$ cat src/verilog/rpPkg.sv
// Disk controller shared definitions
// Register addresses, function codes, status and error bit positions

`default_nettype none

package rpPkg;

   ////////////////////////////////////////////////////////////
   // Register addresses
   ////////////////////////////////////////////////////////////

   localparam logic [2:0] RP_ADDR_CS1 = 3'd0;
   localparam logic [2:0] RP_ADDR_DS  = 3'd1;
   localparam logic [2:0] RP_ADDR_ER1 = 3'd2;
   localparam logic [2:0] RP_ADDR_DA  = 3'd3;
   localparam logic [2:0] RP_ADDR_AS  = 3'd4;

   ////////////////////////////////////////////////////////////
   // Function codes, CS1 bits 5 to 1
   ////////////////////////////////////////////////////////////

   localparam logic [4:0] FN_NOP    = 5'o00;
   localparam logic [4:0] FN_SEEK   = 5'o02;
   localparam logic [4:0] FN_DRVCLR = 5'o04;
   localparam logic [4:0] FN_PRESET = 5'o10;
   localparam logic [4:0] FN_PAKACK = 5'o11;
   localparam logic [4:0] FN_READ   = 5'o34;

   // Drive status word bits
   localparam int DS_ATA = 15;
   localparam int DS_ERR = 14;
   localparam int DS_PIP = 13;
   localparam int DS_MOL = 12;
   localparam int DS_WRL = 11;
   localparam int DS_LST = 10;
   localparam int DS_PGM = 9;
   localparam int DS_DPR = 8;
   localparam int DS_DRY = 7;
   localparam int DS_VV  = 6;

   // Error register 1 bits
   localparam int ER1_ILF = 0;
   localparam int ER1_RMR = 2;
   localparam int ER1_UNS = 14;

   // Highest sector number on a track
   localparam logic [7:0] RP_LAST_SECTOR = 8'd21;

   // Control view of a host word
   typedef struct packed {
      logic [9:0] rsvd;
      logic [4:0] fn;
      logic       go;
   } rpCsWord_t;

   // Disk address view of a host word
   typedef struct packed {
      logic [7:0] track;
      logic [7:0] sector;
   } rpDaWord_t;

   // Same 16 bits, meaning set by the register address
   typedef union packed {
      rpCsWord_t cs;
      rpDaWord_t da;
   } rpWriteWord_t;

   // Per drive command, pulses plus the sticky function field
   typedef struct packed {
      logic        go;
      logic        seek;
      logic        read;
      logic        drvClr;
      logic        preset;
      logic        pakAck;
      logic        illegal;
      logic        daWrite;
      logic [15:0] daValue;
      logic [4:0]  lastFn;
   } rpCmd_t;

endpackage

`default_nettype wire

$ cat src/verilog/rpCmdDecode.sv
// Host write decoder
// Turns register writes into registered per-drive command pulses

`default_nettype none

module rpCmdDecode #(
   parameter int NUM_DRIVES = 4
)
(
   input  logic                                 clk,
   input  logic                                 rst,
   input  logic                                 regWrite,
   input  logic [2:0]                           regAddr,
   input  logic [1:0]                           drvSel,
   input  rpPkg::rpWriteWord_t                  wrData,
   output rpPkg::rpCmd_t [NUM_DRIVES-1:0]       cmd,
   output logic [NUM_DRIVES-1:0]                ataClr
);

   rpPkg::rpCmd_t [NUM_DRIVES-1:0] cmdNext;
   logic [NUM_DRIVES-1:0]          ataClrNext;

   ////////////////////////////////////////////////////////////
   // Next command per drive
   ////////////////////////////////////////////////////////////

   always_comb
   begin
      ataClrNext = '0;
      for (int i = 0; i < NUM_DRIVES; i++)
      begin
         // Pulses default low
         cmdNext[i] = '0;
         // Function field held for CS1 readback
         cmdNext[i].lastFn = cmd[i].lastFn;
         if (regWrite && (int'(drvSel) == i))
         begin
            case (regAddr)
               rpPkg::RP_ADDR_CS1:
               begin
                  // Control view of the write word
                  cmdNext[i].lastFn = wrData.cs.fn;
                  if (wrData.cs.go)
                  begin
                     cmdNext[i].go = 1'b1;
                     case (wrData.cs.fn)
                        // NOP only raises GO
                        rpPkg::FN_NOP:    ;
                        rpPkg::FN_SEEK:   cmdNext[i].seek    = 1'b1;
                        rpPkg::FN_DRVCLR: cmdNext[i].drvClr  = 1'b1;
                        rpPkg::FN_PRESET: cmdNext[i].preset  = 1'b1;
                        rpPkg::FN_PAKACK: cmdNext[i].pakAck  = 1'b1;
                        rpPkg::FN_READ:   cmdNext[i].read    = 1'b1;
                        default:          cmdNext[i].illegal = 1'b1;
                     endcase
                  end
               end
               rpPkg::RP_ADDR_DA:
               begin
                  // Address view of the same word
                  cmdNext[i].daWrite = 1'b1;
                  cmdNext[i].daValue = {wrData.da.track, wrData.da.sector};
               end
               // DS, ER1 and AS have no per-drive write side
               default: ;
            endcase
         end
      end
      // AS write is common to all drives, ones clear ATA
      if (regWrite && (regAddr == rpPkg::RP_ADDR_AS))
      begin
         ataClrNext = wrData[NUM_DRIVES-1:0];
      end
   end

   // Output registers
   always_ff @(posedge clk or posedge rst)
   begin
      if (rst)
      begin
         cmd    <= '0;
         ataClr <= '0;
      end
      else
      begin
         cmd    <= cmdNext;
         ataClr <= ataClrNext;
      end
   end

endmodule

`default_nettype wire

$ cat src/verilog/rpDrive.sv
// Single disk drive
// Status word, error register 1, disk address and seek or read busy timer

`default_nettype none

module rpDrive #(
   parameter int SEEK_TIME = 12,
   parameter int XFER_TIME = 6
)
(
   input  logic          clk,
   input  logic          rst,
   input  logic          clr,
   input  rpPkg::rpCmd_t cmd,
   input  logic          ataClr,
   input  logic          mol,
   input  logic          wrl,
   input  logic          dpr,
   output logic [15:0]   ds,
   output logic [15:0]   er1,
   output logic [15:0]   da,
   output logic          busyDone
);

   // Timer wide enough for the longer operation
   localparam int CNT_MAX = (SEEK_TIME > XFER_TIME) ? SEEK_TIME : XFER_TIME;
   localparam int CNT_W   = $clog2(CNT_MAX + 1);

   logic [CNT_W-1:0]  busyCnt;
   logic              opSeek;
   logic              busy;
   logic              lastMol;
   logic              molChg;
   logic              molRise;
   logic              ataReg;
   logic              lstReg;
   logic              vvReg;
   logic [15:0]       er1Reg;
   rpPkg::rpDaWord_t  daReg;
   logic              err;
   logic              refuseIlf;
   logic              refuseRmr;
   logic              refuseUns;
   logic              accept;
   logic              ataSet;
   logic              readDone;

   assign busy = (busyCnt != '0);
   // Composite error, ER1 only
   assign err  = |er1Reg;

   ////////////////////////////////////////////////////////////
   // Command qualification
   ////////////////////////////////////////////////////////////

   assign refuseIlf = cmd.go & cmd.illegal;
   // Any command to a busy drive is refused
   assign refuseRmr = cmd.go & ~cmd.illegal & busy;
   // Motion needs media on-line
   assign refuseUns = cmd.go & ~cmd.illegal & ~busy & (cmd.seek | cmd.read) & ~mol;
   assign accept    = cmd.go & ~refuseIlf & ~refuseRmr & ~refuseUns;

   // Last count cycle, unless clr aborts it
   assign busyDone  = (busyCnt == CNT_W'(1)) & ~clr;
   assign readDone  = busyDone & ~opSeek;

   // Media on-line edges
   assign molChg  = mol ^ lastMol;
   assign molRise = mol & ~lastMol;

   assign ataSet = busyDone | molChg | refuseIlf | refuseRmr | refuseUns | (cmd.go & err);

   // Busy timer
   always_ff @(posedge clk or posedge rst)
   begin
      if (rst)
      begin
         busyCnt <= '0;
         opSeek  <= 1'b0;
         lastMol <= 1'b0;
      end
      else
      begin
         lastMol <= mol;
         if (clr)
         begin
            busyCnt <= '0;
            opSeek  <= 1'b0;
         end
         else if (accept & cmd.seek)
         begin
            busyCnt <= CNT_W'(SEEK_TIME);
            opSeek  <= 1'b1;
         end
         else if (accept & cmd.read)
         begin
            busyCnt <= CNT_W'(XFER_TIME);
            opSeek  <= 1'b0;
         end
         else if (busy)
         begin
            busyCnt <= busyCnt - CNT_W'(1);
         end
      end
   end

   ////////////////////////////////////////////////////////////
   // Status and error state
   ////////////////////////////////////////////////////////////

   always_ff @(posedge clk or posedge rst)
   begin
      if (rst)
      begin
         er1Reg <= '0;
         ataReg <= 1'b0;
         lstReg <= 1'b0;
         vvReg  <= 1'b0;
         daReg  <= '0;
      end
      else
      begin
         // ER1 sets per refusal cause
         if (clr | (accept & cmd.drvClr))
            er1Reg <= '0;
         else
         begin
            if (refuseIlf) er1Reg[rpPkg::ER1_ILF] <= 1'b1;
            if (refuseRmr) er1Reg[rpPkg::ER1_RMR] <= 1'b1;
            if (refuseUns) er1Reg[rpPkg::ER1_UNS] <= 1'b1;
         end
         // Set beats AS clear so a completion is never lost
         if (clr | (accept & cmd.drvClr))
            ataReg <= 1'b0;
         else if (ataSet)
            ataReg <= 1'b1;
         else if (ataClr)
            ataReg <= 1'b0;
         if (clr | cmd.daWrite)
            lstReg <= 1'b0;
         else if (readDone & (daReg.sector == rpPkg::RP_LAST_SECTOR))
            lstReg <= 1'b1;
         // VV lost on a fresh pack
         if (molRise)
            vvReg <= 1'b0;
         else if (accept & (cmd.preset | cmd.pakAck) & ~err)
            vvReg <= 1'b1;
         // Host write wins over sector advance
         if (cmd.daWrite)
            daReg <= cmd.daValue;
         else if (readDone)
            daReg.sector <= (daReg.sector == rpPkg::RP_LAST_SECTOR) ? 8'd0 :
                            daReg.sector + 8'd1;
      end
   end

   // Status word assembly, low six bits read zero
   always_comb
   begin
      ds                = '0;
      ds[rpPkg::DS_ATA] = ataReg;
      ds[rpPkg::DS_ERR] = err;
      ds[rpPkg::DS_PIP] = busy & opSeek;
      ds[rpPkg::DS_MOL] = mol;
      ds[rpPkg::DS_WRL] = wrl;
      ds[rpPkg::DS_LST] = lstReg;
      ds[rpPkg::DS_PGM] = 1'b0;
      ds[rpPkg::DS_DPR] = dpr;
      ds[rpPkg::DS_DRY] = ~busy;
      ds[rpPkg::DS_VV]  = vvReg;
   end

   assign er1 = er1Reg;
   assign da  = daReg;

endmodule

`default_nettype wire

$ cat src/verilog/rpReadMux.sv
// Register read port
// Picks the addressed drive register and builds the attention summary

`default_nettype none

module rpReadMux #(
   parameter int NUM_DRIVES = 4
)
(
   input  logic [2:0]                      regAddr,
   input  logic [1:0]                      drvSel,
   input  rpPkg::rpCmd_t [NUM_DRIVES-1:0]  cmdAll,
   input  logic [NUM_DRIVES-1:0][15:0]     dsAll,
   input  logic [NUM_DRIVES-1:0][15:0]     er1All,
   input  logic [NUM_DRIVES-1:0][15:0]     daAll,
   output logic [15:0]                     rdData
);

   logic [15:0]       asWord;
   rpPkg::rpCsWord_t  csView;

   ////////////////////////////////////////////////////////////
   // Read selection
   ////////////////////////////////////////////////////////////

   always_comb
   begin
      // One ATA bit per drive, drive 0 at bit 0
      asWord = '0;
      for (int i = 0; i < NUM_DRIVES; i++)
      begin
         asWord[i] = dsAll[i][rpPkg::DS_ATA];
      end
      csView = '0;
      rdData = '0;
      if (regAddr == rpPkg::RP_ADDR_AS)
         rdData = asWord;
      else if (int'(drvSel) < NUM_DRIVES)
      begin
         case (regAddr)
            rpPkg::RP_ADDR_CS1:
            begin
               // Last written function, GO reads zero
               csView.fn = cmdAll[drvSel].lastFn;
               rdData    = csView;
            end
            rpPkg::RP_ADDR_DS:  rdData = dsAll[drvSel];
            rpPkg::RP_ADDR_ER1: rdData = er1All[drvSel];
            rpPkg::RP_ADDR_DA:  rdData = daAll[drvSel];
            // Unmapped addresses read zero
            default:            rdData = '0;
         endcase
      end
   end

endmodule

`default_nettype wire

$ cat src/verilog/rpDiskCtrl.sv
// Disk controller register subsystem top
// Write decoder, array of drives and read port

`default_nettype none

module rpDiskCtrl #(
   parameter int NUM_DRIVES = 4,
   parameter int SEEK_TIME  = 12,
   parameter int XFER_TIME  = 6
)
(
   input  logic                   clk,
   input  logic                   rst,
   input  logic                   regWrite,
   input  logic [2:0]             regAddr,
   input  logic [1:0]             drvSel,
   input  rpPkg::rpWriteWord_t    wrData,
   input  logic                   clr,
   input  logic [NUM_DRIVES-1:0]  mol,
   input  logic [NUM_DRIVES-1:0]  wrl,
   input  logic [NUM_DRIVES-1:0]  dpr,
   output logic [15:0]            rdData
);

   rpPkg::rpCmd_t [NUM_DRIVES-1:0] cmd;
   logic [NUM_DRIVES-1:0]          ataClr;
   logic [NUM_DRIVES-1:0][15:0]    dsAll;
   logic [NUM_DRIVES-1:0][15:0]    er1All;
   logic [NUM_DRIVES-1:0][15:0]    daAll;

   // Write path
   rpCmdDecode #(.NUM_DRIVES(NUM_DRIVES)) cmdDecode0 (
      .clk(clk), .rst(rst), .regWrite(regWrite), .regAddr(regAddr),
      .drvSel(drvSel), .wrData(wrData), .cmd(cmd), .ataClr(ataClr)
   );

   // One unit per drive, busyDone left for the bound checks
   for (genvar i = 0; i < NUM_DRIVES; i++)
   begin : gDrive
      rpDrive #(.SEEK_TIME(SEEK_TIME), .XFER_TIME(XFER_TIME)) drive0 (
         .clk(clk), .rst(rst), .clr(clr), .cmd(cmd[i]), .ataClr(ataClr[i]),
         .mol(mol[i]), .wrl(wrl[i]), .dpr(dpr[i]),
         .ds(dsAll[i]), .er1(er1All[i]), .da(daAll[i]), .busyDone()
      );
   end

   // Read path
   rpReadMux #(.NUM_DRIVES(NUM_DRIVES)) readMux0 (
      .regAddr(regAddr), .drvSel(drvSel), .cmdAll(cmd),
      .dsAll(dsAll), .er1All(er1All), .daAll(daAll), .rdData(rdData)
   );

endmodule

`default_nettype wire

$ cat config.mk
export PLATFORM = sky130hd
export DESIGN_NAME = rpDiskCtrl
export DESIGN_NICKNAME = d
export VERILOG_FILES = /design/src/verilog/rpPkg.sv /design/src/verilog/rpCmdDecode.sv /design/src/verilog/rpDrive.sv /design/src/verilog/rpReadMux.sv /design/src/verilog/rpDiskCtrl.sv
export SDC_FILE = /design/constraint.sdc
export NUM_CORES = 1
export LEC_CHECK = 0
export ABC_AREA = 1
export ABC_CLOCK_PERIOD_IN_PS = 7900
export BUFFER_PORTS_ARGS = -buffer_cell sky130_fd_sc_hd__buf_2
export CAP_MARGIN = 20
export CORE_MARGIN = 3
export CORE_UTILIZATION = 35
export CTS_CLUSTER_DIAMETER = 120
export DETAILED_ROUTE_END_ITERATION = 7
export SLEW_MARGIN = 5
export SYNTH_ARGS = -nofsm -noshare
export SYNTH_HDL_FRONTEND = slang
export SYNTH_SLANG_ARGS = --single-unit
$ cat constraint.sdc
create_clock -name clk -period 7.9 [get_ports clk]
set_clock_uncertainty 0.15 [all_clocks]
set_input_delay 0.79 -clock clk [delete_from_list [all_inputs] [get_ports clk]]
set_output_delay 0.79 -clock clk [all_outputs]
set_load 0.01 [all_outputs]
# After elaboration in Yosys (flattened, before gate mapping)
# Index checks and enable logic that the tools add are counted.
# W data, S select, Z words.
# totals
ff_bits	232
word_cells	448
# classes
n_addsub	8
n_eq_ne	20
mux	120
magnitude_cmp	1
reduce_logical	57
n_bitwise	157
# op_table
cell	count
$mux W29	4
$bmux W16 S2	3
$mux W8	12
$and A1 B1 Y1	80
$mux W1	70
$mux W4	17
$mux W16	4
$pmux W16 S4	1
$bmux W29 S2	1
$reduce_bool A2 Y1	24
$not A1 Y1	37
$or A1 B1 Y1	36
$add A8 B1 Y8 const B	4
$eq A8 B5 Y1 const B	4
$reduce_bool A4 Y1	8
$mux W5	5
$reduce_bool A3 Y1	8
$mux W17	1
$eq A4 B1 Y1 const B	4
$sub A4 B1 Y4 const B	4
$mux W7	2
$reduce_or A3 Y1	4
$eq A5 B4 Y1 const B	2
$reduce_and A2 Y1	4
other kinds (15)	24

# Longest topological paths before layout
# logic_depth
word_depth	11
mapped_depth	9

# Hierarchy
# Synthesis repeated with hierarchy kept, for this count alone.
# unflattened
cells_unflattened	1817
hier_area_um2	13460.4
# modules_own_cells
module	seq_area_each_um2	instances	cells_per_inst	area_each_um2
rpDrive	700.7	4	240	1823.0
rpCmdDecode	3002.9	1	336	3902.5
rpReadMux	0.0	1	521	2265.9

# Least setup slack after synthesis
# Ideal clock, no wire load.
# synth_path
path_kind	input to output
start	input port drvSel[0]
end	output port rdData[10]
cell_stages	7
slack_ns	5.274
n_path_buf	2
required_time_ns	6.960
arrival_ns	1.686
cell_sequence	buf_4 inv_2 nand2_1 clkbuf_1 o22ai_1 o21ai_0 nand2_1
# synth_between
elab_chain_cells	4
elab_cells_between_ends	8
classes_between	mux (8)
# synth_lines
element	line_no	rtl
start: declaration	rpDiskCtrl.sv:16	input logic [1:0] drvSel,
$bmux W16 S2 (on tied branches)	rpReadMux.sv:49, rpReadMux.sv:47, rpReadMux.sv:48	
$mux W16 (on tied branches)	rpReadMux.sv:49, rpReadMux.sv:47, rpReadMux.sv:48	
$pmux W16 S4 (*)	rpReadMux.sv:40	case (regAddr)
$mux W16 (*)	rpReadMux.sv:36	if (regAddr == rpPkg::RP_ADDR_AS)
end: declaration	rpDiskCtrl.sv:22	output logic [15:0] rdData
# Mark *: on every way between the ends. The rest lies on a longest branch, timed or not. The select of a mux whose other input is x is not followed.

# Worst setup path after layout
# layout_path
start	input port drvSel[0]
end	output port rdData[3]
# layout_between
elab_chain_cells	4
elab_cells_between_ends	10
classes_between	mux (10)
# layout_lines
element	line_no	rtl
$bmux W16 S2, or another cell as far along	rpReadMux.sv:49	rpPkg::RP_ADDR_DA: rdData = daAll[drvSel];
$mux W16 (not written as such), or another cell as far along	rpReadMux.sv:49	
$pmux W16 S4 (*)	rpReadMux.sv:40	
$mux W16 (*)	rpReadMux.sv:36	
# Marked as above.

==> summary.md <==
| Metric | Value |
|---|---|
| Fin nets | 1,405 |
| Share of cells above drive strength 1 | 0.0938 |
| Largest area contributor in the netlist | dfrtp_1 |
| Seq/Total Area, Yosys | 0.536 |
| Avg Vias per Cell | 5.09 |
| Sw Pwr | 1.12 mW |
| Setup slack, reg-to-reg | 5.85 ns |
| GR Layer Usage met1 | 0.254 |
| Synthesized net count | 1,364 |
| Critical path class | input port to output port |
| Combinational share of power | 0.215 |
| Largest net degree at the start of global routing | 89 |
| Worst reg2reg path startpoint | cmdDecode0.cmd[79]$_DFF_PP0_ |
| Final-report setup violation count | 0 |
| Pleak | 6.10 nW |
| Crit path arrival time | 2.78 ns |
| Tot GR Track Use | 0.182 |
| Ant diodes | 0 |
| Max_slew headroom | 0.367 |
| Fin crit period | 3.72 ns |
| Clock root cell | clkbuf_16 |
| Synthesized area per cell | 8.29 µm² |
| Crit start category | input port |
| GPL Wtd Cong | 0.984 |
| Ys async rst share | 1.00 |
| Hpwl dp | 21.9 mm |
| Die width | 182 µm |
| First-pass GRT wire length | 48.4 mm |
| Tcrit/Tclk final | 0.470 |
| Final Hold Viols | 0 |
| Pint | 2.37 mW |
| Die Area | 33,100 µm² |
| Input/output buffers | 52 |
| Ys Warns | 0 |
| Iter 0 DRT Violations | 764 |
| Number of synthesized flops with an enable pin | 0 |
| Clk pwr share | 0.363 |
| TNS Setup | 0 ns |
| Mapped Cells | 1,307 |
| Worst VDD drop | 0.000133 V |
| Most frequent cell after synthesis | nand2_1 |
| Clock slew at reported path FFs | 0.06 ns |
| H-Tree Depth | 1 |
| # resized after CTS | 0 |
| RSZ-0062 raised after global routing | false |
| Chip Height | 182 µm |
| Measured slew at the worst slew-check pin | 0.949 ns |
| Worst setup EP type | output port |
| Tightest Hold Check Type | input port to asynchronous set/reset pin |
| Vias in the first global route | 8,755 |
| Crit-path max FO | 22 |
| Share of the synthesized area in the top cell type | 0.536 |
| Post-CTS repair timing setup buffer count | 0 |
| CTS tree | yes |
| Grt total ovfl | 0 |
| Setup crit start | drvSel[0] |
| Max cap viols | 0 |
| Area growth syn-to-layout | 13.4% |
| Pwr Density | 283 nW/µm² |
| Antenna violations before repair | 0 |
| GRT met3 Usage | 0.0206 |
| Clock Path Buffers | 3 |
| Routed Antenna Nets | 0 |
| Rows | 63 |
| Routed length per instance | 17.1 µm |
| Clk_lat worst skew | 0.52 ns |
| CP Data Required Time | 6.96 ns |
| Synth unique cells | 32 |
| R2R Path End | gDrive[2].drive0.da[1]$_DFFE_PP0P_ |
| Drt drc | 0 |
| Slew Limit Fails | 0 |
| FF-to-FF path depth | 5 |
| Pwr Total | 3.48 mW |
| Switching power share of the total | 0.320 |
| Clock sinks | 232 |
| Core Box Area | 30,000 µm² |
| Max frequency | 269 MHz |
| CP endpoint | rdData[3] |
| Synth top cells by count | nand2_1 (293), dfrtp_1 (232), inv_1 (168) |
| Hold buffers post-CTS | 0 |
| Initial Utilization | 0.361 |
| Ports | 53 |
| GRT met2 Usage | 0.295 |
| Gr busiest metal | met2 |
| Post-synthesis cell area | 10,800 µm² |
| Via count | 8,933 |
| Seq cells post-synth | 232 |
| Ys flop type | dfrtp_1 |
| Num CTS Buffers | 25 |
| Total Wirelength | 30.1 mm |
| Seq pwr share | 0.422 |
| Status | finished, final reports clean |
| Area contributors post-synth | dfrtp_1 (54%), nand2_1 (10%), inv_1 (5.8%) |
| Detailed Routing Iterations Pass 1 | 5 |
-- sequential cells by signal, summed over array words and instances, names as in the netlist --
signal                 count
cmdDecode0.ataClr          4
gDrive.drive0.vvReg        4
cmdDecode0.cmd           116
gDrive.drive0.lstReg       4
gDrive.drive0.lastMol      4
gDrive.drive0.er1         12
gDrive.drive0.busyCnt     16
gDrive.drive0.opSeek       4
gDrive.drive0.ataReg       4
gDrive.drive0.da          64
-- how the worst min path moves through the flow --
stage,from,end,slack [ns],cells past startpoint
2_1_floorplan,cmdDecode0.cmd[42]$_DFF_PP0_,gDrive[1].drive0.da[8]$_DFFE_PP0P_,0.28,2
3_3_place_gp,cmdDecode0.cmd[101]$_DFF_PP0_,gDrive[3].drive0.da[9]$_DFFE_PP0P_,0.28,2
3_5_place_dp,cmdDecode0.cmd[46]$_DFF_PP0_,gDrive[1].drive0.da[12]$_DFFE_PP0P_,0.29,2
4_1_cts,rst,gDrive[3].drive0.da[14]$_DFFE_PP0P_,0.24,2
5_1_grt,mol[3],gDrive[3].drive0.lastMol$_DFF_PP0_,0.26,1
6_report,rst,cmdDecode0.cmd[75]$_DFF_PP0_,0.21,2
-- worst max-delay path, cell delays in order --
cell and delay, ns:
buf_2 0.16, nand2_1 0.60, inv_1 0.43, a22oi_1 0.28, nand2_1 0.08, nand2_1 0.06, nand3_1 0.16, buf_2 0.20
-- power by group through the flow --
stage / Sequential (mW) / Clock, mW / Combinational (mW)
after CTS: 1.47 / 1.29 / 0.746
final: 1.47 / 1.26 / 0.747
after floorplan: 1.44 / 0 / 0.568
after global placement: 1.48 / 0 / 0.731
after global routing: 1.49 / 1.34 / 0.860
after detailed placement: 1.48 / 0 / 0.744
-- area by class of cell --
cell class	count	area (µm²)
well taps	390	488
inverters	184	701
flip-flops and latches	232	5810
fillers	2986	17700
multi-input cells	849	4120
clock buffers	31	698
clock inverters	12	188
repair buffers	56	290
-- per-layer routing --
layer	wire (µm)	up-vias
met5	0	-
met4	1080	0
met3	1580	52
met2	14000	269
met1	13400	4334
li1	-	4278
-- cells in the final DEF (no fill, tap or decap), types with 17 or more instances in the layout --
cell	n
nand3_1	109
dfrtp_1	232
o21ai_0	91
buf_2	52
nor2_1	160
clkbuf_16	25
inv_1	167
a21oi_1	30
ha_1	20
xor2_1	17
nand4_1	40
o22ai_1	38
nand2_1	293
-- kinds of logic (layout without fill, tap and decap cells) --
family / count (synthesis) / after routing / share of synthesized area
flip-flops: 232 / 232 / 0.536
adder cells (fa/ha/maj): 20 / 20 / 0.0231
AO/OA/AOI/OAI: 179 / 179 / 0.0913
AND/OR/NAND/NOR: 632 / 632 / 0.251
XOR/XNOR: 18 / 18 / 0.0146
buffers and inverters: 226 / 283 / 0.0839
-- stage by stage --
step | util | std cells | setup slack [ns] | hold WS [ns] | cell area, µm²
floorplan | - | 1307 | 0.599 | 0.276 | 10800
global placement | 0.380 | 1711 | 4.38 | 0.282 | 11400
detailed placement | 0.380 | 1711 | 4.31 | 0.289 | 11400
CTS | 0.409 | 1754 | 4.29 | 0.243 | 12300
global route | 0.409 | 1754 | 4.04 | 0.260 | 12300
finish | 0.409 | 1754 | 4.18 | 0.210 | 12300
No activity file was read; power rests on OpenSTA's default activity.
